--- src/source/pio_pkg.sv ---
// ==========================================================
// Shared types for one PIO state machine. Encoding follows the
// RP2040 PIO layout without side-set; bits [12:8] are delay only
// ==========================================================
package pio_pkg;

  localparam int DATA_W  = 32;
  localparam int PC_W    = 5;
  localparam int INSTR_W = 16;
  localparam int DELAY_W = 5;
  localparam int PIN_W   = 5;  // Pin index
  localparam int CNT_W   = 6;  // Bit counts 0 to 32

  typedef enum logic [2:0] {
    OP_JMP, OP_WAIT, OP_IN, OP_OUT, OP_PUSH_PULL, OP_MOV, OP_IRQ, OP_SET
  } op_e;

  typedef enum logic [2:0] {
    COND_ALWAYS, COND_X_ZERO, COND_X_DEC, COND_Y_ZERO,
    COND_Y_DEC, COND_X_NE_Y, COND_PIN, COND_NOT_OSRE
  } jmp_cond_e;

  typedef enum logic [2:0] {
    SRC_PINS = 3'd0,
    SRC_X    = 3'd1,
    SRC_Y    = 3'd2,
    SRC_NULL = 3'd3,
    SRC_ISR  = 3'd6,
    SRC_OSR  = 3'd7
  } src_e;

  typedef enum logic [2:0] {
    DST_PINS, DST_X, DST_Y, DST_NULL, DST_PINDIRS, DST_PC, DST_ISR, DST_OSR
  } dst_e;

  typedef enum logic [1:0] {
    MOV_NONE, MOV_INVERT, MOV_REVERSE, MOV_RSVD
  } mov_op_e;

  typedef struct packed {
    op_e                opcode;
    logic [DELAY_W-1:0] delay;
    jmp_cond_e          cond;
    logic [PC_W-1:0]    addr;
  } jmp_view_t;

  typedef struct packed {
    op_e                opcode;
    logic [DELAY_W-1:0] delay;
    dst_e               dest;
    mov_op_e            mov_op;
    src_e               src;
  } mov_view_t;

  typedef struct packed {
    op_e                opcode;
    logic [DELAY_W-1:0] delay;
    logic [2:0]         sel;        // Source for IN, destination for OUT
    logic [4:0]         bit_count;  // 0 means 32
  } shift_view_t;

  typedef struct packed {
    op_e                opcode;
    logic [DELAY_W-1:0] delay;
    logic               is_pull;
    logic               rsvd;
    logic               block;
    logic [4:0]         unused;
  } fifo_view_t;

  typedef struct packed {
    op_e                opcode;
    logic [DELAY_W-1:0] delay;
    dst_e               dest;
    logic [4:0]         data;
  } set_view_t;

  typedef union packed {
    jmp_view_t   jmp_v;
    mov_view_t   mov_v;
    shift_view_t shift_v;
    fifo_view_t  fifo_v;
    set_view_t   set_v;
  } instr_u;

  typedef struct packed {
    logic [PC_W-1:0]  wrap_target;
    logic [PC_W-1:0]  wrap_end;
    logic [PIN_W-1:0] out_base;
    logic [CNT_W-1:0] out_count;
    logic [PIN_W-1:0] set_base;
    logic [2:0]       set_count;
    logic [PIN_W-1:0] in_base;
    logic [PIN_W-1:0] jmp_pin;
    logic             in_shift_right;
    logic             out_shift_right;
    logic [4:0]       osr_threshold;  // 0 means 32
  } sm_cfg_t;

  typedef struct packed {
    logic [DATA_W-1:0] value;
    logic [CNT_W-1:0]  bit_count;
    logic              set_x, set_y;          // Scratch loads
    logic              dec_x, dec_y;
    logic              load_isr, shift_isr;
    logic              load_osr, shift_osr;
    logic              jmp;                   // PC takes value
    logic              pins, dirs;
    logic [PIN_W-1:0]  pin_base;
    logic [CNT_W-1:0]  pin_count;
  } sm_wb_t;

  function automatic logic [DATA_W-1:0] reverse_bits(input logic [DATA_W-1:0] w);
    logic [DATA_W-1:0] r;
    for (int i = 0; i < DATA_W; i++) begin
      r[i] = w[DATA_W-1-i];
    end
    return r;
  endfunction

  // Low n bits set, n from 0 to 32
  function automatic logic [DATA_W-1:0] low_mask(input logic [CNT_W-1:0] n);
    return (n >= CNT_W'(DATA_W)) ? {DATA_W{1'b1}} : (DATA_W'(1) << n) - DATA_W'(1);
  endfunction

  function automatic logic [DATA_W-1:0] rotate_left(input logic [DATA_W-1:0] w,
                                                    input logic [PIN_W-1:0]  amt);
    logic [2*DATA_W-1:0] d;
    d = {w, w} << amt;
    return d[2*DATA_W-1:DATA_W];
  endfunction

endpackage
--- src/source/pio_pin_port.sv ---
// ==========================================================
// Output pin and direction registers with wrapping masked writes
// ==========================================================
module pio_pin_port
  import pio_pkg::*;
(
  input  logic              clk,
  input  logic              rst,
  input  logic              pins,
  input  logic              dirs,
  input  logic [DATA_W-1:0] value,
  input  logic [PIN_W-1:0]  pin_base,
  input  logic [CNT_W-1:0]  pin_count,
  output logic [DATA_W-1:0] output_pins,
  output logic [DATA_W-1:0] pin_dirs
);

  logic [DATA_W-1:0] wr_mask;
  logic [DATA_W-1:0] wr_val;

  // Bit i of value lands on pin (base + i) mod 32
  assign wr_mask = rotate_left(low_mask(pin_count), pin_base);
  assign wr_val  = rotate_left(value, pin_base);

  always_ff @(posedge clk) begin
    if (rst) begin
      output_pins <= '0;
      pin_dirs    <= '0;
    end else begin
      if (pins) begin
        output_pins <= (output_pins & ~wr_mask) | (wr_val & wr_mask);
      end
      if (dirs) begin
        pin_dirs <= (pin_dirs & ~wr_mask) | (wr_val & wr_mask);
      end
    end
  end

endmodule

--- config.mk ---
export PLATFORM = sky130hd
export DESIGN_NAME = pio_pin_port
export DESIGN_NICKNAME = d
export VERILOG_FILES = /design/src/source/pio_pkg.sv /design/src/source/pio_pin_port.sv
export SDC_FILE = /design/constraint.sdc
export NUM_CORES = 1
export LEC_CHECK = 0
export BUFFER_PORTS_ARGS = -buffer_cell sky130_fd_sc_hd__buf_2
export CELL_PAD_IN_SITES_DETAIL_PLACEMENT = 0
export CELL_PAD_IN_SITES_GLOBAL_PLACEMENT = 2
export CORE_MARGIN = 4
export CORE_UTILIZATION = 37
export CTS_BUF_LIST = sky130_fd_sc_hd__clkbuf_16
export DETAILED_ROUTE_END_ITERATION = 6
export PLACE_DENSITY = 0.86
export SLEW_MARGIN = 0
export SYNTH_ARGS = -nofsm -noshare
export SYNTH_HDL_FRONTEND = slang
export SYNTH_SLANG_ARGS = --single-unit
--- constraint.sdc ---
create_clock -name clk -period 9.2 [get_ports clk]
set_input_delay 1.38 -clock clk [delete_from_list [all_inputs] [get_ports clk]]
set_output_delay 1.38 -clock clk [all_outputs]
set_load 0.03 [all_outputs]
==> results.toml <==
[cells_and_area]
layout-drive-gt1-share_pct = 22.5
insertedDiodeCount = 0
syn_to_final_growth_pct = 10.5
final_nets = 1235
layout_common_cells = "nand2_1, nor2_1, buf_2, mux2i_1, mux2_2"
final_common_cell = "nand2_1"

[timing]
rsz0062_at_grt = "false"
min_period_ns = 6.09
worst_pin_slew_ns = 1.25
skew_ns = 0
max_slew_margin_pct = 15.9
setup_ws_ns = 3.11
period_share_pct = 66.2
hold_slack_ns = 0.456
setup_viol_count_final = 0
slew_viol_final = 0
fmax_mhz = 164
hold_viol = 0
finalSetupTns_ns = 0

[clocking]
cts.reportedPaths.clkPinSlew_ns = 0.06
clk_latency_ns = 0.33
cts_tree = "built"
cts_root_buf = "clkbuf_16"
cts_resized = 0
numClockSinks = 64
postCtsHoldBufs = 0
cts_setup_buffers = 0
cts_max_level = 3
cts_made_buffers = 9
cts_max_path_buffers = 2

[logic_synthesis]
syn_inst = 1162
synth_area_sq_um = 8700
yosysUniqueCellTypes = 83
seq_area_frac_synth_pct = 14.7
ys_async_sr_fraction_pct = 0
syn-num-nets = 1210
synth-seq-cells = 64
syn_area_per_cell_sq_um = 7.48
yosys_most_used_dff = "dfxtp_1"
synth_warnings = 0
synth-edff-count = 0

[critical_path]
path_class = "input port to flip-flop"
end_kind = "flip-flop"
reg2reg_slack_ns = 8.21
cpLargestDelayFamily = "compound AO/OA/AOI/OAI gates"
start_kind = "input port"
r2r_cells = 3
worst_ep_arrival_time_ns = 6.31
cp_cell_sequence = "buf_2 -> or4_1 -> nor3_1 -> inv_1 -> ha_1 -> buf_4 -> inv_1 -> o211ai_1 -> o22ai_1 -> nor3_1 -> a211oi_1 -> o221ai_1 -> and3_1 -> a31o_2"
slowest_delay_ns = 0.94
worst-path-buf-inv = 4
cp_max_fo = 42
worstPathRequired_ns = 9.42
crit_path_top_delay_cell = "a211oi_1"

[place]
pre_cts_ws_ns = 2.93
port_buffers = 110
hpwlAfterDp_um = 27200
place_congestion = 0.976

[grt]
grt.overflow.total = 0
grt_pass1_vias = 9119
grt_max_degree = 85
grt_pass1_wl_um = 55700
grt.total_usage_pct = 27.1
antenna_found_initial = 0

[drt]
remaining_drc_errors = 12
drt_wl_total_um = 36600
antenna_left = 0
wl_per_cell_um = 24.3
drtIter0Drc = 1457
dr.pass1.iters = 7
viasPerCell = 6.58
vias = 9901

[floorplan]
rows = 55
die_area_sq_um = 26000
io_pins = 111
fp.dieH_um = 161
start_util_pct = 38.1
die_x_um = 161
design.core.area_sq_um = 22800

[power]
sw_frac_of_total_pct = 42.6
combPwrFrac_pct = 46.8
ir_drop_mv = 0.0854
p_int_uw = 714
p_per_area_nw_per_um2 = 129
pwr-share-seq_pct = 26.0
switchingPower_uw = 530
clock_power_share_pct = 27.2
p_leak_uw = 0.00389

[flow_run]
cap_violations = 0

[min_path]
whs_path_depth = 2
hp-class = "flip-flop to flip-flop"

[status]
status = "finished, violations left"
failed_checks = "DRC"
==> metal layers <==
metal / track usage [%] / wire length, um
met5: 0 / 0
met4: 10.8 / 1660
met3: 5.82 / 3460
met2: 40.2 / 15700
met1: 38.2 / 15700
==> cells by family after synthesis <==
logic type	count (synthesis)	synth area share, %
simple gates	410	22.8
compound gates	388	33.3
mux	160	22.4
buf+inv	137	6.30
flops	64	14.7
fa+ha+maj	2	0.259
xor+xnor	1	0.101
==> power groups by stage <==
stage                     Clock [uW]  Sequential [uW]  Combinational [uW]
after floorplan                    0              385                 341
after global placement             0              329                 569
after detailed placement           0              330                 568
after CTS                        343              324                 570
after global routing             357              327                 621
final                            339              324                 582
==> worst max-delay path by stage <==
| stage | start | endpoint | slack (ns) | cells after the start |
|---|---|---|---|---|
| finish | pin_count[4] | flip-flop | 3.11 | 14 |
| global route | pin_count[4] | flip-flop | 2.74 | 14 |
| CTS | pin_count[4] | flip-flop | 3.26 | 14 |
| detailed placement | pin_count[4] | flip-flop | 2.93 | 14 |
| global placement | pin_count[4] | flip-flop | 3.01 | 14 |
| floorplan | pin_count[2] | flip-flop | 4.14 | 17 |
==> area by class of cell <==
type	instances	area, sq um
tap	313	392
clock inverter	7	65.1
sequential	64	1280
clock buffer	9	225
inverter	22	82.6
multi-input combinational	961	6870
timing repair buffer	129	696
fill	2400	13200
==> synthesized netlist by cell type, types with 12 or more instances <==
master,number,area [sq um]
o22ai_1,12,75.1
mux4_2,21,473
o221ai_1,14,123
a21oi_1,57,285
and3_1,14,87.6
nand2_1,118,443
dfxtp_1,64,1280
o211ai_1,21,158
nor3_1,32,160
clkbuf_1,73,274
nor2_1,114,428
buf_2,21,105
a31o_2,15,131
nand3_1,37,185
mux2_2,65,732
o31ai_1,12,90.1
a221oi_1,13,114
a221o_1,15,150
buf_1,20,75.1
mux2i_1,72,721
inv_1,18,67.6
a211oi_1,38,285
o21ai_0,56,280
nor2b_1,35,219
==> through the flow <==
step,instance area [sq um],std cells,utilization (%),total power [uW]
after floorplan,8700,1162,-,726
after global placement,9320,1489,40.8,898
after detailed placement,9320,1489,40.8,898
after CTS,9610,1505,42.1,1240
after global routing,9610,1505,42.1,1310
final,9610,1505,42.1,1240
==> worst register-to-register path: cells and delay by family, from the launching register on <==
kind            cells  cell delay, ns
simple gates        1            0.06
flops               1            0.37
compound gates      2            0.46
(Power assumes the default switching activity.)
