[src/source/pio_pkg.sv]
// ==========================================================
// Shared types for one PIO state machine. Encoding follows the
// RP2040 PIO layout without side-set; bits [12:8] are delay only
// ==========================================================
package pio_pkg;

  localparam int DATA_W  = 32;
  localparam int PC_W    = 5;
  localparam int INSTR_W = 16;
  localparam int DELAY_W = 5;
  localparam int PIN_W   = 5;  // Pin index
  localparam int CNT_W   = 6;  // Bit counts 0 to 32

  typedef enum logic [2:0] {
    OP_JMP, OP_WAIT, OP_IN, OP_OUT, OP_PUSH_PULL, OP_MOV, OP_IRQ, OP_SET
  } op_e;

  typedef enum logic [2:0] {
    COND_ALWAYS, COND_X_ZERO, COND_X_DEC, COND_Y_ZERO,
    COND_Y_DEC, COND_X_NE_Y, COND_PIN, COND_NOT_OSRE
  } jmp_cond_e;

  typedef enum logic [2:0] {
    SRC_PINS = 3'd0,
    SRC_X    = 3'd1,
    SRC_Y    = 3'd2,
    SRC_NULL = 3'd3,
    SRC_ISR  = 3'd6,
    SRC_OSR  = 3'd7
  } src_e;

  typedef enum logic [2:0] {
    DST_PINS, DST_X, DST_Y, DST_NULL, DST_PINDIRS, DST_PC, DST_ISR, DST_OSR
  } dst_e;

  typedef enum logic [1:0] {
    MOV_NONE, MOV_INVERT, MOV_REVERSE, MOV_RSVD
  } mov_op_e;

  typedef struct packed {
    op_e                opcode;
    logic [DELAY_W-1:0] delay;
    jmp_cond_e          cond;
    logic [PC_W-1:0]    addr;
  } jmp_view_t;

  typedef struct packed {
    op_e                opcode;
    logic [DELAY_W-1:0] delay;
    dst_e               dest;
    mov_op_e            mov_op;
    src_e               src;
  } mov_view_t;

  typedef struct packed {
    op_e                opcode;
    logic [DELAY_W-1:0] delay;
    logic [2:0]         sel;        // Source for IN, destination for OUT
    logic [4:0]         bit_count;  // 0 means 32
  } shift_view_t;

  typedef struct packed {
    op_e                opcode;
    logic [DELAY_W-1:0] delay;
    logic               is_pull;
    logic               rsvd;
    logic               block;
    logic [4:0]         unused;
  } fifo_view_t;

  typedef struct packed {
    op_e                opcode;
    logic [DELAY_W-1:0] delay;
    dst_e               dest;
    logic [4:0]         data;
  } set_view_t;

  typedef union packed {
    jmp_view_t   jmp_v;
    mov_view_t   mov_v;
    shift_view_t shift_v;
    fifo_view_t  fifo_v;
    set_view_t   set_v;
  } instr_u;

  typedef struct packed {
    logic [PC_W-1:0]  wrap_target;
    logic [PC_W-1:0]  wrap_end;
    logic [PIN_W-1:0] out_base;
    logic [CNT_W-1:0] out_count;
    logic [PIN_W-1:0] set_base;
    logic [2:0]       set_count;
    logic [PIN_W-1:0] in_base;
    logic [PIN_W-1:0] jmp_pin;
    logic             in_shift_right;
    logic             out_shift_right;
    logic [4:0]       osr_threshold;  // 0 means 32
  } sm_cfg_t;

  typedef struct packed {
    logic [DATA_W-1:0] value;
    logic [CNT_W-1:0]  bit_count;
    logic              set_x, set_y;          // Scratch loads
    logic              dec_x, dec_y;
    logic              load_isr, shift_isr;
    logic              load_osr, shift_osr;
    logic              jmp;                   // PC takes value
    logic              pins, dirs;
    logic [PIN_W-1:0]  pin_base;
    logic [CNT_W-1:0]  pin_count;
  } sm_wb_t;

  function automatic logic [DATA_W-1:0] reverse_bits(input logic [DATA_W-1:0] w);
    logic [DATA_W-1:0] r;
    for (int i = 0; i < DATA_W; i++) begin
      r[i] = w[DATA_W-1-i];
    end
    return r;
  endfunction

  // Low n bits set, n from 0 to 32
  function automatic logic [DATA_W-1:0] low_mask(input logic [CNT_W-1:0] n);
    return (n >= CNT_W'(DATA_W)) ? {DATA_W{1'b1}} : (DATA_W'(1) << n) - DATA_W'(1);
  endfunction

  function automatic logic [DATA_W-1:0] rotate_left(input logic [DATA_W-1:0] w,
                                                    input logic [PIN_W-1:0]  amt);
    logic [2*DATA_W-1:0] d;
    d = {w, w} << amt;
    return d[2*DATA_W-1:DATA_W];
  endfunction

endpackage
[src/source/pio_exec.sv]
// ==========================================================
// Combinational decode and execute. WAIT and IRQ run as NOP,
// MOV and OUT to the EXEC slots do nothing
// ==========================================================
module pio_exec
  import pio_pkg::*;
(
  input  logic               issue,
  input  instr_u             instr,
  input  sm_cfg_t            cfg,
  input  logic [DATA_W-1:0]  x,
  input  logic [DATA_W-1:0]  y,
  input  logic [DATA_W-1:0]  isr,
  input  logic [DATA_W-1:0]  osr,
  input  logic [DATA_W-1:0]  out_bits,
  input  logic [DATA_W-1:0]  input_pins,
  input  logic [DATA_W-1:0]  tx_data,
  input  logic [CNT_W-1:0]   isr_count,
  input  logic [CNT_W-1:0]   osr_count,
  input  logic               tx_empty,
  input  logic               rx_full,
  output sm_wb_t             wb,
  output logic               retire,
  output logic               push,
  output logic               pull,
  output logic [DATA_W-1:0]  rx_data,
  output logic [DELAY_W-1:0] delay
);

  logic [DATA_W-1:0] in_pins;
  src_e              src_sel;
  logic [DATA_W-1:0] src_val;
  logic [DATA_W-1:0] mov_val;
  logic [CNT_W-1:0]  shift_n;
  logic [CNT_W-1:0]  osr_limit;
  logic              cond_met;
  logic              stall;

  assign in_pins   = rotate_left(input_pins, PIN_W'(DATA_W - cfg.in_base));  // in_base to bit 0
  assign src_sel   = (instr.mov_v.opcode == OP_MOV) ? instr.mov_v.src : src_e'(instr.shift_v.sel);
  assign shift_n   = (instr.shift_v.bit_count == '0) ? CNT_W'(DATA_W)
                                                     : CNT_W'(instr.shift_v.bit_count);
  assign osr_limit = (cfg.osr_threshold == '0) ? CNT_W'(DATA_W) : CNT_W'(cfg.osr_threshold);

  always_comb begin
    case (src_sel)
      SRC_PINS: src_val = in_pins;
      SRC_X:    src_val = x;
      SRC_Y:    src_val = y;
      SRC_ISR:  src_val = isr;
      SRC_OSR:  src_val = osr;
      default:  src_val = '0;  // NULL and codes 4, 5
    endcase
    case (instr.mov_v.mov_op)
      MOV_INVERT:  mov_val = ~src_val;
      MOV_REVERSE: mov_val = reverse_bits(src_val);
      default:     mov_val = src_val;
    endcase
  end

  always_comb begin
    case (instr.jmp_v.cond)
      COND_ALWAYS:   cond_met = 1'b1;
      COND_X_ZERO:   cond_met = (x == '0);
      COND_X_DEC:    cond_met = (x != '0);  // Tested before the decrement
      COND_Y_ZERO:   cond_met = (y == '0);
      COND_Y_DEC:    cond_met = (y != '0);
      COND_X_NE_Y:   cond_met = (x != y);
      COND_PIN:      cond_met = input_pins[cfg.jmp_pin];
      COND_NOT_OSRE: cond_met = (osr_count < osr_limit);
      default:       cond_met = 1'b0;
    endcase
  end

  // Stall only arises where no register strobe is set, so strobes follow retire
  always_comb begin
    wb    = '0;
    stall = 1'b0;
    push  = 1'b0;
    pull  = 1'b0;
    if (issue) begin
      case (instr.jmp_v.opcode)
        OP_JMP: begin
          wb.value = DATA_W'(instr.jmp_v.addr);
          wb.jmp   = cond_met;
          wb.dec_x = (instr.jmp_v.cond == COND_X_DEC);  // Decrements even at zero
          wb.dec_y = (instr.jmp_v.cond == COND_Y_DEC);
        end
        OP_IN: begin
          wb.value     = src_val;
          wb.bit_count = shift_n;
          wb.shift_isr = 1'b1;
        end
        OP_OUT: begin
          wb.value     = out_bits;
          wb.bit_count = shift_n;
          wb.shift_osr = 1'b1;
          wb.pin_base  = cfg.out_base;
          wb.pin_count = cfg.out_count;
          case (dst_e'(instr.shift_v.sel))
            DST_PINS:    wb.pins     = 1'b1;
            DST_X:       wb.set_x    = 1'b1;
            DST_Y:       wb.set_y    = 1'b1;
            DST_PINDIRS: wb.dirs     = 1'b1;
            DST_PC:      wb.jmp      = 1'b1;
            DST_ISR:     wb.load_isr = 1'b1;  // Count becomes n
            default: ;                        // NULL just discards
          endcase
        end
        OP_PUSH_PULL: begin
          if (!instr.fifo_v.is_pull) begin
            stall       = instr.fifo_v.block && rx_full;
            push        = !rx_full;
            wb.load_isr = !stall;  // ISR cleared, pushed or dropped
          end else begin
            stall       = instr.fifo_v.block && tx_empty;
            pull        = !tx_empty;
            wb.load_osr = !stall;
            wb.value    = tx_empty ? x : tx_data;  // Empty non-blocking pull takes X
          end
        end
        OP_MOV: begin
          wb.value     = mov_val;
          wb.pin_base  = cfg.out_base;
          wb.pin_count = cfg.out_count;
          case (instr.mov_v.dest)
            DST_PINS: wb.pins     = 1'b1;
            DST_X:    wb.set_x    = 1'b1;
            DST_Y:    wb.set_y    = 1'b1;
            DST_PC:   wb.jmp      = 1'b1;
            DST_ISR:  wb.load_isr = 1'b1;
            DST_OSR:  wb.load_osr = 1'b1;
            default: ;
          endcase
        end
        OP_SET: begin
          wb.value     = DATA_W'(instr.set_v.data);
          wb.pin_base  = cfg.set_base;
          wb.pin_count = CNT_W'(cfg.set_count);
          case (instr.set_v.dest)
            DST_PINS:    wb.pins  = 1'b1;
            DST_X:       wb.set_x = 1'b1;
            DST_Y:       wb.set_y = 1'b1;
            DST_PINDIRS: wb.dirs  = 1'b1;
            default: ;
          endcase
        end
        default: ;  // WAIT, IRQ
      endcase
    end
  end

  assign retire  = issue && !stall;
  assign rx_data = push ? isr : '0;
  assign delay   = instr.jmp_v.delay;

  // OSRE test needs both shift counts at 32 or below
  always_comb begin
    assert (isr_count <= CNT_W'(DATA_W) && osr_count <= CNT_W'(DATA_W))
      else $error("shift count above 32");
  end

endmodule

[config.mk]
export PLATFORM = sky130hd
export DESIGN_NAME = pio_exec
export DESIGN_NICKNAME = d
export VERILOG_FILES = /design/src/source/pio_pkg.sv /design/src/source/pio_exec.sv
export SDC_FILE = /design/constraint.sdc
export NUM_CORES = 1
export LEC_CHECK = 0
export BUFFER_PORTS_ARGS = -buffer_cell sky130_fd_sc_hd__buf_2
export CORE_AREA = 8 8 148 150
export DETAILED_ROUTE_END_ITERATION = 8
export DIE_AREA = 0 0 156 158
export GPL_ROUTABILITY_DRIVEN = 0
export PLACE_DENSITY = 0.77
export SYNTH_ARGS = -nofsm -noshare
export SYNTH_HDL_FRONTEND = slang
export SYNTH_SLANG_ARGS = --single-unit
[constraint.sdc]
create_clock -name vclk -period 3.1
set_clock_uncertainty 0.2 [all_clocks]
set_input_delay 0.155 -clock vclk [all_inputs]
set_output_delay 0.155 -clock vclk [all_outputs]
set_load 0.05 [all_outputs]
==> flow_metrics.env <==
export IMPL_rows=52
export IMPL_nets=1566
export IMPL_seq_cells=0
export IMPL_highest_layer="met5"
export IMPL_hold_violations=0
export IMPL_rsz0062_at_grt="yes"
export IMPL_clkbuf_count=0
export IMPL_ant_nets=0
export IMPL_drv_cap=0
export IMPL_setup_viol=30
export IMPL_die_area_um2=24600
export IMPL_p_leak_nw=4.76
export IMPL_final_cells=1533
export IMPL_grt_ovfl_total=0
export IMPL_period_needed_ns=3.35
export IMPL_dieWidth_um=156
export IMPL_period_share=1.08
export IMPL_tightestPinTransition_ns=0.668
export IMPL_die_h_um=158
export IMPL_netlist_area_um2=6430
export IMPL_placed_area_um2=9380
export IMPL_layout_common_cells="buf_2, buf_4, mux2i_1"
export IMPL_drt_wl_total_um=39600
export IMPL_slew_violations=0
export IMPL_ys_warn_count=0
export IMPL_violations="setup timing"
export IMPL_timing_final_ws_setup_ns=-0.249
export IMPL_viasPerCell=6.24
export IMPL_critPathArrivalTime_ns=2.99
export IMPL_io_pins=401
export IMPL_crit_type="in -> out"
export IMPL_synth_top_area_frac=0.170
export IMPL_antenna_found_initial=8
export IMPL_post_drt_wl_per_cell_um=25.8
export IMPL_place_hpwl_um=31800
export IMPL_final_util=0.519
export IMPL_p_per_area_nw_per_um2=211
export IMPL_synth_area_per_cell_um2=7.69
export IMPL_portBuffers=373
export IMPL_fmax_ghz=0.299
export IMPL_final_common_cell="buf_2"
export IMPL_regArea_um2=0
export IMPL_drive_gt1_frac=0.548
export IMPL_fin_area_um2=10200
export IMPL_vias=9559
export IMPL_initial_utilization=0.326
export IMPL_syn_to_final_growth_pct=58.9
export IMPL_track_usage=0.290
export IMPL_setup_worst_path_start_class="input pin"
export IMPL_drtIter0Drc=1115
export IMPL_wl_met2_um=18800
export IMPL_yosysTopAreaCell="mux2i_1"
export IMPL_dpl_cell_count=1503
export IMPL_crit_path_end_kind="output pin"
export IMPL_grt_first_pass_wirelength_um=55500
export IMPL_grt_max_degree=34
export IMPL_synthCells=837
export IMPL_status="finished with violations"
export IMPL_critPathRequiredTime_ns=2.74
export IMPL_route_met3_wl_um=4290
export IMPL_wl_met1_um=14700
export IMPL_yosys_cell_types_count=68
export IMPL_grt_pass1_vias=9125
export IMPL_hold_depth=0
export IMPL_synth_fp_nets=1146
export IMPL_fin_hold_ws_ns=0.110
export IMPL_crit_fanout=7
export IMPL_hp_class="in -> out"
export IMPL_cts_hold_buf=0
export IMPL_ys_top_cells_by_area="mux2i_1, mux4_2, mux2_2"
export IMPL_coreArea_um2=19700
export IMPL_max_vdd_ir_drop_mv=0.124
export IMPL_dr_pass1_iters=7
export IMPL_maxSlewHeadroom=0.550
export IMPL_yosysSeqAreaShare=0
export IMPL_drcViolationCount=0
[critical path: stages]
cell and delay (ns):
buf_12 0.09, inv_12 0.03, ha_4 0.35, buf_6 0.16
mux2_4 0.33, mux4_1 0.60, mux2i_2 0.35, o22ai_1 0.15
nor2_1 0.17, mux2i_1 0.21, o211ai_1 0.15, buf_4 0.23
[cells by family after synthesis]
kind of cell	after synthesis	synth area share
muxes	196	0.394
xor gates and xnor gates	35	0.0517
buffers and inverters	95	0.0684
adders and majority gates	8	0.0156
AOI/OAI and AO/OA	218	0.245
and+or+nand+nor	285	0.225
[layer usage]
metal  GRT usage  vias up
met5           0        -
met4      0.0961        4
met3      0.0606      158
met2       0.499      785
met1       0.354     4494
li1            -     4118
[cell usage after synthesis, drive strengths merged (2+ instances only)]
master and count:
mux2i 110, nor2 70, nand2 66, a22oi 61, clkbuf 52, mux2 48
and2 40, mux4 38, o21ai 38, buf 34, xor2 33, nor4 28
nor3 27, o211ai 27, a21oi 21, o22ai 19, nand3 11, o221ai 10
a211oi 9, inv 9, and3 8, ha 8, nand4 8, a221oi 6
nor2b 5, nor3b 5, a211o 4, a21o 4, nand2b 4, nand3b 4
o311ai 4, a31oi 3, a311oi 2, and3b 2, or3b 2, or4 2
xnor2 2
[final cells by class]
type / instances / area, um2
antenna: 8 / 20.0
fill: 1797 / 9490
inverter: 9 / 46.3
multi-input combinational: 742 / 6630
tap: 270 / 338
timing repair buffer: 504 / 3190
[power breakdown]
group                total, W    internal [W]  switching [W]
sequential                  0               0              0
clock          0.000000000346  0.000000000346              0
combinational         0.00216        0.000998        0.00116
total                 0.00216        0.000998        0.00116
[worst paths after layout]
check | endpoint | from | slack, ns
setup / recovery | wb[35] | cfg[12] | -0.25
hold / removal | delay[0] | instr[8] | 0.11
[through the flow]
step           setup slack (ns)  power, W  setup TNS (ns)
3_3_place_gp             -0.202   0.00177           -3.80
6_report                 -0.249   0.00216           -3.13
3_5_place_dp             -0.266   0.00181           -6.01
4_1_cts                  -0.124   0.00194           -1.54
2_1_floorplan            -0.124   0.00107           -2.16
5_1_grt                  -0.310   0.00225           -5.58
[timing repair]
| action | in CTS | in global routing |
|---|---|---|
| pin swaps | 27 | 40 |
| gates resized for setup | 92 | 64 |
| buffers inserted | 9 | 13 |
| setup endpoints to repair | 32 | 32 |
| gates cloned | 1 | 0 |
Power figures use the tool's default switching activity.
