`src/source/pio_pkg.sv`:
```
// ==========================================================
// Shared types for one PIO state machine. Encoding follows the
// RP2040 PIO layout without side-set; bits [12:8] are delay only
// ==========================================================
package pio_pkg;

  localparam int DATA_W  = 32;
  localparam int PC_W    = 5;
  localparam int INSTR_W = 16;
  localparam int DELAY_W = 5;
  localparam int PIN_W   = 5;  // Pin index
  localparam int CNT_W   = 6;  // Bit counts 0 to 32

  typedef enum logic [2:0] {
    OP_JMP, OP_WAIT, OP_IN, OP_OUT, OP_PUSH_PULL, OP_MOV, OP_IRQ, OP_SET
  } op_e;

  typedef enum logic [2:0] {
    COND_ALWAYS, COND_X_ZERO, COND_X_DEC, COND_Y_ZERO,
    COND_Y_DEC, COND_X_NE_Y, COND_PIN, COND_NOT_OSRE
  } jmp_cond_e;

  typedef enum logic [2:0] {
    SRC_PINS = 3'd0,
    SRC_X    = 3'd1,
    SRC_Y    = 3'd2,
    SRC_NULL = 3'd3,
    SRC_ISR  = 3'd6,
    SRC_OSR  = 3'd7
  } src_e;

  typedef enum logic [2:0] {
    DST_PINS, DST_X, DST_Y, DST_NULL, DST_PINDIRS, DST_PC, DST_ISR, DST_OSR
  } dst_e;

  typedef enum logic [1:0] {
    MOV_NONE, MOV_INVERT, MOV_REVERSE, MOV_RSVD
  } mov_op_e;

  typedef struct packed {
    op_e                opcode;
    logic [DELAY_W-1:0] delay;
    jmp_cond_e          cond;
    logic [PC_W-1:0]    addr;
  } jmp_view_t;

  typedef struct packed {
    op_e                opcode;
    logic [DELAY_W-1:0] delay;
    dst_e               dest;
    mov_op_e            mov_op;
    src_e               src;
  } mov_view_t;

  typedef struct packed {
    op_e                opcode;
    logic [DELAY_W-1:0] delay;
    logic [2:0]         sel;        // Source for IN, destination for OUT
    logic [4:0]         bit_count;  // 0 means 32
  } shift_view_t;

  typedef struct packed {
    op_e                opcode;
    logic [DELAY_W-1:0] delay;
    logic               is_pull;
    logic               rsvd;
    logic               block;
    logic [4:0]         unused;
  } fifo_view_t;

  typedef struct packed {
    op_e                opcode;
    logic [DELAY_W-1:0] delay;
    dst_e               dest;
    logic [4:0]         data;
  } set_view_t;

  typedef union packed {
    jmp_view_t   jmp_v;
    mov_view_t   mov_v;
    shift_view_t shift_v;
    fifo_view_t  fifo_v;
    set_view_t   set_v;
  } instr_u;

  typedef struct packed {
    logic [PC_W-1:0]  wrap_target;
    logic [PC_W-1:0]  wrap_end;
    logic [PIN_W-1:0] out_base;
    logic [CNT_W-1:0] out_count;
    logic [PIN_W-1:0] set_base;
    logic [2:0]       set_count;
    logic [PIN_W-1:0] in_base;
    logic [PIN_W-1:0] jmp_pin;
    logic             in_shift_right;
    logic             out_shift_right;
    logic [4:0]       osr_threshold;  // 0 means 32
  } sm_cfg_t;

  typedef struct packed {
    logic [DATA_W-1:0] value;
    logic [CNT_W-1:0]  bit_count;
    logic              set_x, set_y;          // Scratch loads
    logic              dec_x, dec_y;
    logic              load_isr, shift_isr;
    logic              load_osr, shift_osr;
    logic              jmp;                   // PC takes value
    logic              pins, dirs;
    logic [PIN_W-1:0]  pin_base;
    logic [CNT_W-1:0]  pin_count;
  } sm_wb_t;

  function automatic logic [DATA_W-1:0] reverse_bits(input logic [DATA_W-1:0] w);
    logic [DATA_W-1:0] r;
    for (int i = 0; i < DATA_W; i++) begin
      r[i] = w[DATA_W-1-i];
    end
    return r;
  endfunction

  // Low n bits set, n from 0 to 32
  function automatic logic [DATA_W-1:0] low_mask(input logic [CNT_W-1:0] n);
    return (n >= CNT_W'(DATA_W)) ? {DATA_W{1'b1}} : (DATA_W'(1) << n) - DATA_W'(1);
  endfunction

  function automatic logic [DATA_W-1:0] rotate_left(input logic [DATA_W-1:0] w,
                                                    input logic [PIN_W-1:0]  amt);
    logic [2*DATA_W-1:0] d;
    d = {w, w} << amt;
    return d[2*DATA_W-1:DATA_W];
  endfunction

endpackage
```
`src/source/pio_isr.sv`:
```
// ==========================================================
// Input shift register. Shift amounts of 1 to 32 only
// ==========================================================
module pio_isr
  import pio_pkg::*;
(
  input  logic              clk,
  input  logic              rst,
  input  logic              load,
  input  logic              shift,
  input  logic              in_shift_right,
  input  logic [DATA_W-1:0] value,
  input  logic [CNT_W-1:0]  bit_count,
  output logic [DATA_W-1:0] q,
  output logic [CNT_W-1:0]  count
);

  logic [DATA_W-1:0] fill;
  logic [DATA_W-1:0] shifted;
  logic [CNT_W:0]    sum;

  assign fill    = value & low_mask(bit_count);
  assign shifted = in_shift_right ? (q >> bit_count) | (fill << (DATA_W - bit_count))
                                  : (q << bit_count) | fill;
  assign sum     = {1'b0, count} + {1'b0, bit_count};

  always_ff @(posedge clk) begin
    if (rst) begin
      q     <= '0;
      count <= '0;
    end else if (load) begin
      q     <= value;
      count <= bit_count;
    end else if (shift) begin
      q     <= shifted;
      count <= (sum > (CNT_W + 1)'(DATA_W)) ? CNT_W'(DATA_W) : sum[CNT_W-1:0];  // Saturate
    end
  end

  assert property (@(posedge clk) disable iff (rst) count <= CNT_W'(DATA_W))
    else $error("ISR count above 32");

endmodule

```
`config.mk`:
```
export PLATFORM = sky130hd
export DESIGN_NAME = pio_isr
export DESIGN_NICKNAME = d
export VERILOG_FILES = /design/src/source/pio_pkg.sv /design/src/source/pio_isr.sv
export SDC_FILE = /design/constraint.sdc
export NUM_CORES = 1
export LEC_CHECK = 0
export BUFFER_PORTS_ARGS = -buffer_cell sky130_fd_sc_hd__clkbuf_2
export CAP_MARGIN = 20
export CORE_MARGIN = 3
export CORE_UTILIZATION = 45
export CTS_CLUSTER_DIAMETER = 60
export DETAILED_ROUTE_END_ITERATION = 10
export GPL_TIMING_DRIVEN = 0
export PLACE_DENSITY = 0.65
export SLEW_MARGIN = 20
export SYNTH_ARGS = -nofsm -noshare
export SYNTH_HDL_FRONTEND = slang
export SYNTH_SLANG_ARGS = --single-unit
```
`constraint.sdc`:
```
create_clock -name clk -period 4.72 [get_ports clk]
set_clock_uncertainty 0.15 [all_clocks]
set_input_delay 0.236 -clock clk [delete_from_list [all_inputs] [get_ports clk]]
set_output_delay 0.236 -clock clk [all_outputs]
set_load 0.02 [all_outputs]
```
==> impl_metrics.toml, run 1 <==
[sta]
layout_min_cycle_time_ns = 4.80
min_period_over_period_pct = 102
finalHoldViolCount = 0
relSlewSlack_pct = 27.6
worst_pin_slew_ns = 1.08
fmax_mhz = 208
timing.final.ws_setup_ns = -0.0767
finalMaxSlewViolations = 0
holdWs_ns = 0.122
rsz0062_at_grt = "true"
finalSetupViolCount = 4
fin_setup_tns_ns = -0.124

[route]
vias = 13000
wl_per_cell_um = 35.1
vias_per_cell = 8.03
drt-total-wl_um = 56600
drt-initial-drc-count = 2553
drc_errors = 0
final_antenna_net_count = 0
firstDrtPassIters = 7

[pwr]
seqPwrFrac_pct = 19.2
p_int_mw = 1.03
power.density_nw_per_um2 = 206
p_sw_mw = 1.12
swShare_pct = 52.1
p_clk_share_pct = 18.7
power_mw = 2.16
p_leak_nw = 3.80
p_comb_share_pct = 62.0
peakVddDrop_v = 0.000161

[final_layout]
drive_gt1_share_pct = 20.9
fin_cells = 1614
layout.nets = 1405
areaGrowthSynthToFinish_pct = 14.0
final_core_util_pct = 53.0

[placed_design]
gp_congestion = 1.16
dpl.hpwl_um = 44600
place_inst = 1600
port_buffers = 78

[worst_setup_path]
cp.arrival_ns = 4.85
crit_slowest_cell = "a311oi_1"
critPathLaunch = "bit_count[1]"
endpoint_kind = "flop"
reg2reg_slack_ns = 1.34
worstSetupPathType = "in -> reg"
cp_num_cells = 19
cp-start-kind = "input port"
path_cells = "clkbuf_2 -> buf_2 -> buf_4 -> inv_6 -> ha_1 -> buf_2 -> clkbuf_4 -> nand2_2 -> ha_1 -> nor4b_1 -> a221oi_2 -> buf_4 -> nand2_1 -> o211a_1 -> a311oi_1 -> nand2_1 -> o211ai_1 -> a31oi_1 -> o22ai_1"
r2r_cells = 9
path_max_fanout = 11
slowest_delay_ns = 0.59
crit_family = "compound AO/OA/AOI/OAI gates"
endpoint = "q[8]"
r2r-end = "q[30]"
required_ns = 4.77
critPathBufInv = 7
rr_startpoint = "q[2]"

[clocking]
hold_buffers = 0
clk_latency_ns = 0.29
clock_sinks = 38
clk_path_buf_depth = 2
cts_made_buffers = 5
cts_tree = "yes"
clk_pin_slew_ns = 0.06
htreeDepth = 2
cts_root_buffer = "clkbuf_16"

[synth]
synth_cell_types = 98
synth_top_area_share_pct = 14.7
synth-edff-count = 0
yosysTopAreaCell = "mux4_2"
synthCells = 1256
yosys-top-cells-area = "mux4_2 (15%), dfxtp_1 (8.3%), nor2_1 (6.3%)"
synth_area_um2 = 9200
synth-seq-cells = 38
synthArstFlopShare_pct = 0
ys_seq_area_share_pct = 8.27
synthFlopType = "dfxtp_1"
synth_nets = 1314
syn_avg_cell_area_um2 = 7.33
ys.warnings.count = 0

[die]
fp-row-count = 51
dieWidth_um = 149
die_height_um = 149
io-pin-count = 81
initial_utilization_pct = 46.5
die_area_um2 = 22200
core_area_um2 = 19800

[run_status]
outcome = "finished, violations left"
violations = "negative setup slack"

[grt]
grt_overflow = 0
grt_usage_pct = 48.7
antenna_found_initial = 2
grt_max_degree = 29
grt_pass1_vias = 11700
grt_pass1_wl_um = 79700

[hold_path]
hold_depth = 3
hold_path.class = "in -> reg"

[job]
max_cap_violations = 0
==> power by group through the flow <==
| stage | Sequential, mW | Clock [mW] | Combinational (mW) |
|---|---|---|---|
| after floorplan | 0.415 | 0 | 0.734 |
| after global placement | 0.415 | 0 | 1.20 |
| after detailed placement | 0.417 | 0 | 1.19 |
| after CTS | 0.409 | 0.394 | 1.22 |
| after global routing | 0.414 | 0.412 | 1.35 |
| final | 0.415 | 0.404 | 1.34 |
==> placed cells by master (no fill, tap or decap), types with 17 or more instances in the layout <==
cell type | synthesis | layout
a31oi_1 | 26 | 23
a221oi_1 | 26 | 21
nand2_1 | 113 | 112
mux4_2 | 60 | 60
clkbuf_1 | 63 | 58
o221ai_1 | 20 | 19
inv_1 | 23 | 22
mux2i_1 | 52 | 50
nand3_1 | 34 | 34
o21ai_0 | 64 | 62
a21oi_1 | 101 | 100
nor3_1 | 40 | 40
dfxtp_1 | 38 | 38
clkbuf_2 | 1 | 80
nor2_1 | 155 | 155
o22ai_1 | 24 | 22
a211oi_1 | 18 | 17
nor3b_1 | 29 | 28
buf_2 | 29 | 25
o211ai_1 | 19 | 19
==> layout make-up <==
type | count | area (um^2)
diodes | 1 | 2.50
flip-flops and latches | 38 | 761
repair buffers | 88 | 475
clock inverters | 3 | 40.0
plain buffers | 109 | 534
multi-input cells | 1075 | 8100
clock buffers | 5 | 125
fillers | 1964 | 9290
inverters | 30 | 124
well taps | 265 | 332
==> stage by stage <==
stage / worst slack (ns) / cell area (um^2)
detailed placement: -2.42 / 9950
floorplan: 0.0511 / 9210
CTS: 0.0324 / 10300
global placement: -2.40 / 9930
finish: -0.0767 / 10500
global route: -0.0304 / 10500
==> Yosys cell counts, types with 8 or more instances <==
library cell and n:
a211oi_1 18, a21o_1 11, a21oi_1 101, a221o_1 10, a221oi_1 26, a31oi_1 26
a32oi_1 9, and2_1 8, and3_1 12, buf_1 12, buf_2 29, clkbuf_1 63
dfxtp_1 38, ha_1 14, inv_1 23, mux2_2 15, mux2i_1 52, mux4_2 60
nand2_1 113, nand2b_1 11, nand3_1 34, nand4_1 9, nor2_1 155, nor2b_1 10
nor3_1 40, nor3b_1 29, o211ai_1 19, o21ai_0 64, o221ai_1 20, o22ai_1 24
o31ai_1 16, o32ai_1 8, or3_1 11, xnor2_1 12
==> cell families (layout without fill, tap and decap cells) <==
| kind of cell | count (synthesis) | count (layout) | share of synthesized area (%) |
|---|---|---|---|
| other | 0 | 1 | 0 |
| AND/OR/NAND/NOR | 480 | 480 | 26.2 |
| adder cells (fa/ha/maj) | 15 | 15 | 2.12 |
| XOR/XNOR | 12 | 12 | 1.14 |
| multiplexers | 128 | 128 | 22.3 |
| flip-flops | 38 | 38 | 8.27 |
| AO/OA/AOI/OAI | 440 | 440 | 33.4 |
| buffers and inverters | 143 | 235 | 6.61 |
==> worst reg2reg max path, stage by stage, from the launching register on <==
cell,delay [ns]
dfxtp_1,0.40
mux2_2,0.32
a21oi_1,0.64
mux2i_1,0.37
mux2i_1,0.44
a211oi_1,0.17
o31ai_1,0.37
nor2_1,0.16
o31ai_1,0.13
o31ai_1,0.09
==> sequential cells by signal, summed over array words and instances, names as in the netlist <==
name and cells:
count 6, q 32
==> how the worst min path moves through the flow <==
stage          slack, ns     start    to
5_1_grt             0.15  value[5]  q[5]
6_report            0.12  value[5]  q[5]
2_1_floorplan       0.25  value[4]  q[4]
3_5_place_dp        0.42  value[0]  q[0]
4_1_cts             0.12  value[5]  q[5]
3_3_place_gp        0.40  value[0]  q[0]
==> per-layer routing <==
layer  up-vias  wire length (um)  global-route usage (%)
met5         -                71                    2.27
met4         2              4570                    26.6
met3       348             10200                    21.7
met2      1466             21600                    66.9
met1      6046             20100                    63.2
li1       5106                 -                       -
==> repair_timing <==
item | in CTS | in global routing
setup endpoints to repair | 32 | 22
cloned | 0 | 0
pin swaps | 5 | 4
setup buffers | 5 | 4
hold endpoints to repair | 0 | 0
resized for setup | 39 | 26
Note: power is estimated with default switching activity, not from simulation.
==> run 2: changes to the inputs <==
- SKIP_CTS_REPAIR_TIMING: not set -> 1
==> impl_metrics.toml, run 2 (synthesis results as in run 1) <==
[pwr]
power_mw = 2.18
power.density_nw_per_um2 = 205
peakVddDrop_v = 0.000161
p_leak_nw = 3.86

[grt]
antenna_found_initial = 0
grt_overflow = 0
grt_pass1_vias = 11700
grt_pass1_wl_um = 79600
grt_usage_pct = 48.7
grt_max_degree = 13

[final_layout]
layout_common_cells = "nor2_1 (155), nand2_1 (112), a21oi_1 (100)"
finalInstanceArea_um2 = 10700
final_core_util_pct = 53.8
reg_top3 = "q (32), count (6)"
max_flop_register = "q"
nFillCells = 1964
largest_reg_flops = 32
seq_area_um2 = 761
areaGrowthSynthToFinish_pct = 15.7
final_common_cell = "nor2_1"
drive_gt1_share_pct = 22.2
layout.nets = 1410
multi_input_area_um2 = 8200

[clocking]
clk_latency_ns = 0.30
clk_pin_slew_ns = 0.06
htreeDepth = 2
cts_tree = "yes"
cts_root_buffer = "clkbuf_16"
clk_path_buf_depth = 2
clock_sinks = 38
cts_made_buffers = 5

[sta]
relSlewSlack_pct = 36.2
fin_setup_tns_ns = -0.0674
finalHoldViolCount = 0
worst_pin_slew_ns = 0.953
timing.final.ws_setup_ns = -0.0377
min_period_over_period_pct = 101
finalMaxSlewViolations = 0
fmax_mhz = 210
layout_min_cycle_time_ns = 4.76
finalSetupViolCount = 2

[hold_path]
worstHoldStart = "value[5]"
hold_path.class = "in -> reg"

[die]
die_height_um = 149
io-pin-count = 81
die_area_um2 = 22200
dieWidth_um = 149
core_area_um2 = 19800
fp-row-count = 51
initial_utilization_pct = 46.5

[worst_setup_path]
reg2reg_slack_ns = 1.31
endpoint_kind = "flop"
cp-start-kind = "input port"
path_max_fanout = 19
rr_startpoint = "q[2]"
worstSetupPathType = "in -> reg"
cp.arrival_ns = 4.81
required_ns = 4.78
critPathLaunch = "bit_count[0]"
r2r-end = "q[30]"
endpoint = "q[8]"
r2r_cells = 9

[placed_design]
gp_congestion = 1.16
port_buffers = 78
dpl.hpwl_um = 44600
dp_slack_ns = -2.42
placed_cell_area_um2 = 9950

[run_status]
outcome = "finished, violations left"
violations = "negative setup slack"

[job]
max_cap_violations = 0

[route]
vias_per_cell = 8.05
final_antenna_net_count = 0
wl_per_cell_um = 35.1
drt-initial-drc-count = 2771
vias = 13000
firstDrtPassIters = 7
drt-total-wl_um = 56900
drc_errors = 0
run 2: layout make-up:
class,count,share of cell area [%]
plain buffers,109,5.12
clock inverters,3,0.376
repair buffers,93,4.82
multi-input cells,1075,77.0
clock buffers,5,1.17
flip-flops and latches,38,7.14
well taps,265,3.11
inverters,30,1.25
diodes,1,0.0235
run 2: metal layers:
layer | wire, um | global-route usage [%]
met1 | 20100 | 63.9
met3 | 10200 | 20.9
met4 | 4830 | 27.1
met2 | 21700 | 66.3
met5 | 57 | 5.00
run 2: worst min-delay path by stage:
stage                       to  cells after the start
after detailed placement  q[0]                      3
final                     q[5]                      3
after floorplan           q[4]                      2
after global placement    q[0]                      3
after CTS                 q[5]                      3
after global routing      q[5]                      3
run 2: worst max-delay path: stages:
cell and delay, ns:
clkbuf_2 0.16, buf_6 0.20, buf_12 0.18, clkinvlp_4 0.10
buf_8 0.16, buf_8 0.19, ha_4 0.21, ha_1 0.37
clkinvlp_4 0.35, a41oi_4 0.44, mux2i_4 0.49, o22ai_1 0.14
or4_1 0.66, o211ai_1 0.24, buf_4 0.17, a31oi_1 0.19
o22ai_1 0.28
run 2: through the flow:
step	hold WS, ns	instances
2_1_floorplan	0.247	1256
3_3_place_gp	0.399	1599
3_5_place_dp	0.419	1600
4_1_cts	0.121	1608
5_1_grt	0.150	1618
6_report	0.119	1619
run 2: power breakdown:
group | switching [mW] | internal (mW)
logic | 0.906 | 0.451
clock network | 0.159 | 0.248
registers | 0.0702 | 0.346
total | 1.14 | 1.04
