[src/source/pio_pkg.sv]
// ==========================================================
// Shared types for one PIO state machine. Encoding follows the
// RP2040 PIO layout without side-set; bits [12:8] are delay only
// ==========================================================
package pio_pkg;

  localparam int DATA_W  = 32;
  localparam int PC_W    = 5;
  localparam int INSTR_W = 16;
  localparam int DELAY_W = 5;
  localparam int PIN_W   = 5;  // Pin index
  localparam int CNT_W   = 6;  // Bit counts 0 to 32

  typedef enum logic [2:0] {
    OP_JMP, OP_WAIT, OP_IN, OP_OUT, OP_PUSH_PULL, OP_MOV, OP_IRQ, OP_SET
  } op_e;

  typedef enum logic [2:0] {
    COND_ALWAYS, COND_X_ZERO, COND_X_DEC, COND_Y_ZERO,
    COND_Y_DEC, COND_X_NE_Y, COND_PIN, COND_NOT_OSRE
  } jmp_cond_e;

  typedef enum logic [2:0] {
    SRC_PINS = 3'd0,
    SRC_X    = 3'd1,
    SRC_Y    = 3'd2,
    SRC_NULL = 3'd3,
    SRC_ISR  = 3'd6,
    SRC_OSR  = 3'd7
  } src_e;

  typedef enum logic [2:0] {
    DST_PINS, DST_X, DST_Y, DST_NULL, DST_PINDIRS, DST_PC, DST_ISR, DST_OSR
  } dst_e;

  typedef enum logic [1:0] {
    MOV_NONE, MOV_INVERT, MOV_REVERSE, MOV_RSVD
  } mov_op_e;

  typedef struct packed {
    op_e                opcode;
    logic [DELAY_W-1:0] delay;
    jmp_cond_e          cond;
    logic [PC_W-1:0]    addr;
  } jmp_view_t;

  typedef struct packed {
    op_e                opcode;
    logic [DELAY_W-1:0] delay;
    dst_e               dest;
    mov_op_e            mov_op;
    src_e               src;
  } mov_view_t;

  typedef struct packed {
    op_e                opcode;
    logic [DELAY_W-1:0] delay;
    logic [2:0]         sel;        // Source for IN, destination for OUT
    logic [4:0]         bit_count;  // 0 means 32
  } shift_view_t;

  typedef struct packed {
    op_e                opcode;
    logic [DELAY_W-1:0] delay;
    logic               is_pull;
    logic               rsvd;
    logic               block;
    logic [4:0]         unused;
  } fifo_view_t;

  typedef struct packed {
    op_e                opcode;
    logic [DELAY_W-1:0] delay;
    dst_e               dest;
    logic [4:0]         data;
  } set_view_t;

  typedef union packed {
    jmp_view_t   jmp_v;
    mov_view_t   mov_v;
    shift_view_t shift_v;
    fifo_view_t  fifo_v;
    set_view_t   set_v;
  } instr_u;

  typedef struct packed {
    logic [PC_W-1:0]  wrap_target;
    logic [PC_W-1:0]  wrap_end;
    logic [PIN_W-1:0] out_base;
    logic [CNT_W-1:0] out_count;
    logic [PIN_W-1:0] set_base;
    logic [2:0]       set_count;
    logic [PIN_W-1:0] in_base;
    logic [PIN_W-1:0] jmp_pin;
    logic             in_shift_right;
    logic             out_shift_right;
    logic [4:0]       osr_threshold;  // 0 means 32
  } sm_cfg_t;

  typedef struct packed {
    logic [DATA_W-1:0] value;
    logic [CNT_W-1:0]  bit_count;
    logic              set_x, set_y;          // Scratch loads
    logic              dec_x, dec_y;
    logic              load_isr, shift_isr;
    logic              load_osr, shift_osr;
    logic              jmp;                   // PC takes value
    logic              pins, dirs;
    logic [PIN_W-1:0]  pin_base;
    logic [CNT_W-1:0]  pin_count;
  } sm_wb_t;

  function automatic logic [DATA_W-1:0] reverse_bits(input logic [DATA_W-1:0] w);
    logic [DATA_W-1:0] r;
    for (int i = 0; i < DATA_W; i++) begin
      r[i] = w[DATA_W-1-i];
    end
    return r;
  endfunction

  // Low n bits set, n from 0 to 32
  function automatic logic [DATA_W-1:0] low_mask(input logic [CNT_W-1:0] n);
    return (n >= CNT_W'(DATA_W)) ? {DATA_W{1'b1}} : (DATA_W'(1) << n) - DATA_W'(1);
  endfunction

  function automatic logic [DATA_W-1:0] rotate_left(input logic [DATA_W-1:0] w,
                                                    input logic [PIN_W-1:0]  amt);
    logic [2*DATA_W-1:0] d;
    d = {w, w} << amt;
    return d[2*DATA_W-1:DATA_W];
  endfunction

endpackage
[src/source/pio_sequencer.sv]
// ==========================================================
// Program counter and delay counter. Everything holds while en is low
// ==========================================================
module pio_sequencer
  import pio_pkg::*;
(
  input  logic               clk,
  input  logic               rst,
  input  logic               en,
  input  logic               retire,
  input  sm_wb_t             wb,
  input  logic [DELAY_W-1:0] delay,
  input  logic [PC_W-1:0]    wrap_target,
  input  logic [PC_W-1:0]    wrap_end,
  output logic               issue,
  output logic [PC_W-1:0]    pc
);

  logic [DELAY_W-1:0] delay_cnt;

  assign issue = en && (delay_cnt == '0);

  always_ff @(posedge clk) begin
    if (rst) begin
      pc        <= '0;
      delay_cnt <= '0;
    end else if (en) begin
      if (retire) begin
        if (wb.jmp) begin
          pc <= wb.value[PC_W-1:0];
        end else if (pc == wrap_end) begin
          pc <= wrap_target;
        end else begin
          pc <= pc + 1'b1;
        end
        delay_cnt <= delay;  // Idle cycles after this one
      end else if (delay_cnt != '0) begin
        delay_cnt <= delay_cnt - 1'b1;
      end
    end
  end

  // Exec may only retire what was issued
  assert property (@(posedge clk) disable iff (rst) !issue |-> !retire)
    else $error("retire without issue");

endmodule

[config.mk]
export PLATFORM = sky130hd
export DESIGN_NAME = pio_sequencer
export DESIGN_NICKNAME = d
export VERILOG_FILES = /design/src/source/pio_pkg.sv /design/src/source/pio_sequencer.sv
export SDC_FILE = /design/constraint.sdc
export NUM_CORES = 1
export LEC_CHECK = 0
export BUFFER_PORTS_ARGS = -buffer_cell sky130_fd_sc_hd__buf_2
export CORE_MARGIN = 1
export CORE_UTILIZATION = 35
export CTS_CLUSTER_SIZE = 10
export DETAILED_ROUTE_END_ITERATION = 12
export GPL_TIMING_DRIVEN = 0
export PLACE_DENSITY = 0.86
export SLEW_MARGIN = 20
export SYNTH_ARGS = -nofsm -noshare
export SYNTH_HDL_FRONTEND = slang
export SYNTH_SLANG_ARGS = --single-unit
[constraint.sdc]
create_clock -name clk -period 2.4 [get_ports clk]
set_input_delay 0.48 -clock clk [delete_from_list [all_inputs] [get_ports clk]]
set_output_delay 0.48 -clock clk [all_outputs]
set_load 0.02 [all_outputs]
==> results of run 1 <==
-- registers in the layout, summed over array words and instances, names as in the netlist --
name / flops
delay_cnt: 5
pc: 5
-- where the power goes --
group	switching [mW]	internal, mW	leakage [nW]	total, mW
Sequential	0.0172	0.178	0.0821	0.195
Combinational	0.0771	0.0695	0.312	0.147
Clock	0.0554	0.0579	0.0138	0.113
Total	0.150	0.305	0.408	0.455
-- placed cells by master (no fill, tap or decap), types with 2 or more instances in the layout --
cell type,synthesis,final
nor3_1,3,3
o21ai_0,5,5
xnor2_1,6,6
ha_1,2,2
clkbuf_1,5,5
a21oi_1,12,12
xor2_1,2,2
o31ai_1,3,3
o22ai_1,2,2
buf_2,0,30
nand3_1,3,3
nor2_1,10,10
inv_1,5,5
nand2_1,4,4
a311oi_1,3,3
clkbuf_4,0,3
a2bb2oi_1,2,2
a211oi_1,4,4
a22oi_1,2,2
dfxtp_1,10,10
-- per-layer routing --
metal | vias to the layer above | part of all wire [%] | global-route usage, %
met5 | - | 0 | 0
li1 | 416 | - | -
met2 | 35 | 50 | 32.9
met1 | 386 | 45 | 23.6
met3 | 3 | 4.6 | 3.40
met4 | 0 | 0.85 | 6.67
-- per-stage QoR --
step           hold slack [ns]  area [um2]  setup slack [ns]  util [%]  power [mW]
4_1_cts                  0.503         935             0.387      47.6       0.455
5_1_grt                  0.498         935             0.307      47.6       0.486
2_1_floorplan            0.471         728             0.856         -       0.294
3_5_place_dp             0.508         912             0.678      46.5       0.345
3_3_place_gp             0.492         912             0.734      46.5       0.337
6_report                 0.500         935             0.391      47.6       0.455
-- logic make-up after synthesis --
family,after synthesis
flops,10
xor+xnor,8
mux,1
fa+ha+maj,2
buf+inv,11
compound gates,36
simple gates,27
-- final timing paths --
kind	slack, ns	cells after the start	to	from
worst min register to register	0.52	2	delay_cnt[1]	delay_cnt[1]
worst max register to register	0.81	6	delay_cnt[1]	delay_cnt[0]
worst min-delay path	0.50	3	delay_cnt[4]	delay[4]
worst max-delay path	0.39	5	issue	delay_cnt[0]
-- synth_stat cells --
cell type / instances
a211oi_1: 4
a21bo_2: 1
a21o_1: 1
a21oi_1: 12
a22oi_1: 2
a2bb2oi_1: 2
a311oi_1: 3
a32oi_1: 1
and2_1: 1
and3_1: 1
buf_6: 1
clkbuf_1: 5
dfxtp_1: 10
ha_1: 2
inv_1: 5
mux2i_1: 1
nand2_1: 4
nand3_1: 3
nand4b_1: 1
nor2_1: 10
nor3_1: 3
nor3b_1: 1
nor4_1: 1
nor4b_2: 1
o21ai_0: 5
o22ai_1: 2
o31ai_1: 3
or2_1: 1
xnor2_1: 6
xor2_1: 2
-- layout make-up --
type	count	area, um2
sequential	10	200
timing repair buffer	30	150
multi-input combinational	74	479
tap	27	33.8
clock buffer	3	22.5
inverter	5	18.8
fill	212	1030
buffer	6	30.0
-- worst register-to-register path: stages (launching register included) --
cell and delay, ns:
dfxtp_1 0.40, inv_1 0.07, ha_1 0.23, nor4b_2 0.19, a21bo_2 0.26, a211oi_1 0.23, a211oi_1 0.08
==> reports/qor.txt, run 1 <==
Warnings, synthesis = 0
number of max-cap violations = 0
final WL = 1880 um
slowest stage delay, CP = 0.35 ns
postcts setup bufs = 0
CP Data Required Time = 1.92 ns
total number of vias = 840
Core Area = 1960 um2
DRT antenna net count = 0
clk buf depth = 2
CTS H-tree lvls = 1
Post-DP HPWL = 1480 um
CP max-delay cell = dfxtp_1
Area contributors post-synth = dfxtp_1 27%, a21oi_1 8.2%, xnor2_1 7.2%
layout net count = 211
clk slew on worst S/H paths = 0.06 ns
DRC violations left = 0
synthesis-to-finish area growth = 28.4%
worst vdd ir = 228 uV
Arr. time, crit path = 1.53 ns
Post-Synth XOR/XNOR Area = 9.62%
Avg Cell Area, Syn = 7.67 um2
initial antenna violation count = 0
TritonCTS Buffers = 3
PwrDens = 487 nW/um2
post-synth top area cell = dfxtp_1
Worst-Skew Late Latency = 0.26 ns
DRT iter0 DRCs = 24
Final period util = 83.7%
Final setup viols = 0
Crit Path Class = reg -> out
vias in the first global route = 743
critical path fanouts, max = 5
n_diodes = 0
routability cong. = 0.841
final hold violations = 0
Slew Viols, Final = 0
fin cells = 155
global-route wire length before repair = 3020 um
Worst Setup End Kind = output port
Post-Synth Adder-Cell Area = 3.44%
startpoint types = flop
I/O Pins = 85
compound-cell area share of the yosys netlist = 32.3%
post-synthesis cell type count = 30
CTS Hold Bufs = 0
post-layout min period = 2.01 ns
CTS tree = built
clk_skew = 0.00312 ns
worst path bufs/invs = 2
placed cells = 152
Rel. slew slack = 69.7%
top cell type's share of synthesized area = 27.5%
largest net degree at the start of global routing = 11
status = complete, no violations
# rows = 16
share of cells above drive strength 1 = 28.1%
largest family of logic cells by synthesized area = compound AO/OA/AOI/OAI gates
Simple-Gate Fraction of Synth Area = 19.1%
die span in y = 47.6 um
TritonRoute pass-1 iters = 4
IO Port Bufs = 30
post_cts resized = 0
fmax = 498 MHz
Seq/Total Area, Yosys = 27.5%
root buffer cell = clkbuf_4
all-layer global routing usage = 19.0%
#FFs+latches synth = 10
Worst-Margin Slew = 0.455 ns
Cells after Synth = 95
WL/cell = 12.2 um
CP top delay family = simple AND/OR/NAND/NOR gates
P_leak = 0.408 nW
setup TNS = 0 ns
min-delay worst type = in -> reg
post-synthesis mux area share = 1.37%
number of vias per cell = 5.42
unrepaired setup endpoints after global routing = no
Cell Area, Synth = 728 um2
clock sink count = 10
die width = 47.6 um
Post-Synthesis Net Count = 176
Initial Utilization = 37.1%
gr ovfl total = 0
die area = 2270 um2
crit path cell chain = inv_1, ha_1, nor4b_2, and2_1, buf_2
No activity file was read; power rests on OpenSTA's default activity.
==> inputs of run 2 (changes only) <==
--- a/config.mk
+++ b/config.mk
@@ -7,11 +7,11 @@
 export LEC_CHECK = 0
 export BUFFER_PORTS_ARGS = -buffer_cell sky130_fd_sc_hd__buf_2
 export CORE_MARGIN = 1
-export CORE_UTILIZATION = 35
+export CORE_UTILIZATION = 33
 export CTS_CLUSTER_SIZE = 10
 export DETAILED_ROUTE_END_ITERATION = 12
 export GPL_TIMING_DRIVEN = 0
-export PLACE_DENSITY = 0.86
+export PLACE_DENSITY = 0.82
 export SLEW_MARGIN = 20
 export SYNTH_ARGS = -nofsm -noshare
 export SYNTH_HDL_FRONTEND = slang
==> constraint.sdc (replaced) <==
create_clock -name clk -period 1.9 [get_ports clk]
set_input_delay 0.38 -clock clk [delete_from_list [all_inputs] [get_ports clk]]
set_output_delay 0.38 -clock clk [all_outputs]
set_load 0.02 [all_outputs]
==> reports/qor.txt, run 2 (same netlist as run 1, synthesis figures left out) <==
Final period util = 95.5%
Worst-Skew Late Latency = 0.26 ns (about the same)
post-layout min period = 1.81 ns
initial antenna violation count = 0 (unchanged)
CTS H-tree lvls = 1 (unchanged)
fill count = 202 (was 212)
total number of vias = 835 (was 840)
final WL = 1940 um (was 1880 um)
worst r2r dst = delay_cnt[1] (unchanged)
largest net degree at the start of global routing = 11 (unchanged)
P_leak = 0.427 nW (was 0.408 nW)
worst vdd ir = 300 uV (was 228 uV)
Final Total Pwr = 634 uW (was 455 uW)
critical path fanouts, max = 5 (unchanged)
DRT antenna net count = 0 (unchanged)
Final setup viols = 0 (unchanged)
clk_skew = 0.00162 ns (was 0.00312 ns)
final hold violations = 0 (unchanged)
Arr. time, crit path = 1.43 ns (was 1.53 ns)
worst setup slack after layout = 0.0858 ns (was 0.391 ns)
TritonRoute pass-1 iters = 4 (unchanged)
# rows = 16 (unchanged)
Worst R2R Start = delay_cnt[0] (unchanged)
layout net count = 212 (was 211)
die width = 49.0 um (was 47.6 um)
share of cells above drive strength 1 = 30.0% (was 28.1%)
DRC violations left = 0 (unchanged)
die span in y = 49.0 um (was 47.6 um)
number of vias per cell = 5.32 (was 5.42)
fmax = 551 MHz
Rel. slew slack = 69.8% (was 69.7%)
gr ovfl total = 0 (unchanged)
all-layer global routing usage = 16.2% (was 19.0%)
Hold Path End = delay_cnt[4] (unchanged)
Slew Viols, Final = 0 (unchanged)
root buffer cell = clkbuf_4 (unchanged)
WL/cell = 12.4 um (was 12.2 um)
clk buf depth = 2 (unchanged)
Initial Utilization = 36.0% (was 37.1%)
I/O Pins = 85 (unchanged)
CP Data Required Time = 1.52 ns (was 1.92 ns)
n_diodes = 0 (unchanged)
startpoint types = flop (unchanged)
commonest non-fill, non-tap cell in the layout = buf_2 (unchanged)
DRT iter0 DRCs = 35 (was 24)
number of max-cap violations = 0 (unchanged)
Hold Path Depth = 3 (unchanged)
TritonCTS Buffers = 3 (unchanged)
global-route wire length before repair = 3100 um (was 3020 um)
vias in the first global route = 734 (was 743)
Worst Reg-to-Reg Cells = 6 (unchanged)
CTS Hold Bufs = 0 (unchanged)
Worst Setup End Kind = output port (unchanged)
Post-DP HPWL = 1450 um (was 1480 um)
die area = 2400 um2 (was 2270 um2)
min-delay worst type = in -> reg (unchanged)
IO Port Bufs = 30 (unchanged)
Core Area = 2020 um2 (was 1960 um2)
min-delay src = delay[4] (unchanged)
clk slew on worst S/H paths = 0.07 ns (was 0.06 ns)
clock sink count = 10 (unchanged)
Place WS = 0.320 ns (was 0.678 ns)
synthesis-to-finish area growth = 32.8% (was 28.4%)
most frequent cells in the layout = 30 x buf_2, 12 x a21oi_1, 10 x nor2_1, 10 x dfxtp_1, 6 x xnor2_1 (unchanged)
Worst-Margin Slew = 0.452 ns (was 0.455 ns)
Crit Path Class = reg -> out (unchanged)
PwrDens = 655 nW/um2 (was 487 nW/um2)
status = complete, no violations (unchanged)
routability cong. = 0.863 (was 0.841)
biggest regs = delay_cnt (5), pc (5) (unchanged)
final hold slack = 0.409 ns (was 0.500 ns)
r2r setup slk = 0.40 ns (was 0.81 ns)
CTS tree = built (unchanged)
==> run 2: metal layers <==
layer | share of wire (%) | routed length (um) | GRT usage [%] | up-vias
met4 | 0 | 0 | 4.90 | 0
met1 | 45 | 868 | 19.3 | 385
met3 | 5.4 | 104 | 3.74 | 0
li1 | - | - | - | 422
met5 | 0 | 0 | 0 | -
met2 | 50 | 966 | 28.7 | 28
==> run 2: layout make-up <==
| cell class | count | area, um2 | share of cell area [%] |
|---|---|---|---|
| Inverter | 5 | 18.8 | 1.94 |
| Timing Repair Buffer | 31 | 158 | 16.3 |
| Sequential cell | 10 | 200 | 20.7 |
| Clock buffer | 4 | 36.3 | 3.75 |
| Buffer | 6 | 30.0 | 3.10 |
| Multi-Input combinational cell | 74 | 490 | 50.7 |
| Tap cell | 27 | 33.8 | 3.49 |
==> run 2: critical path: stages (launching register included) <==
cell and delay, ns:
dfxtp_1 0.34, inv_1 0.07, ha_2 0.20, nor4b_4 0.25, and2_1 0.16, buf_2 0.15
==> run 2: metrics by stage <==
step                instances  util (%)  area [um2]  TNS [ns]
finish                    157      47.8         967         0
global route              157      47.8         967  -0.00220
CTS                       156      46.9         948         0
detailed placement        152      45.1         912         0
global placement          152      45.1         912         0
floorplan                  95         -         728         0
==> run 2: worst max path at each step <==
stage                             from    end  depth (start not counted)
after detailed placement  delay_cnt[0]  issue                          5
after global routing      delay_cnt[0]  issue                          5
after CTS                 delay_cnt[0]  issue                          5
after floorplan           delay_cnt[0]  issue                          4
after global placement    delay_cnt[0]  issue                          5
final                     delay_cnt[0]  issue                          5
==> run 2: where the power goes <==
part	leakage (nW)	internal, mW	switching (mW)
Sequential	0.0821	0.225	0.0216
Clock	0.0210	0.116	0.0710
Combinational	0.324	0.0992	0.101
Total	0.427	0.440	0.194
==> run 2: timing repair <==
action                                  CTS  global route
endpoints found under the setup margin    0             1
setup buffers                             0             1
resized for setup                         0             2
endpoints found under the hold margin     0             0
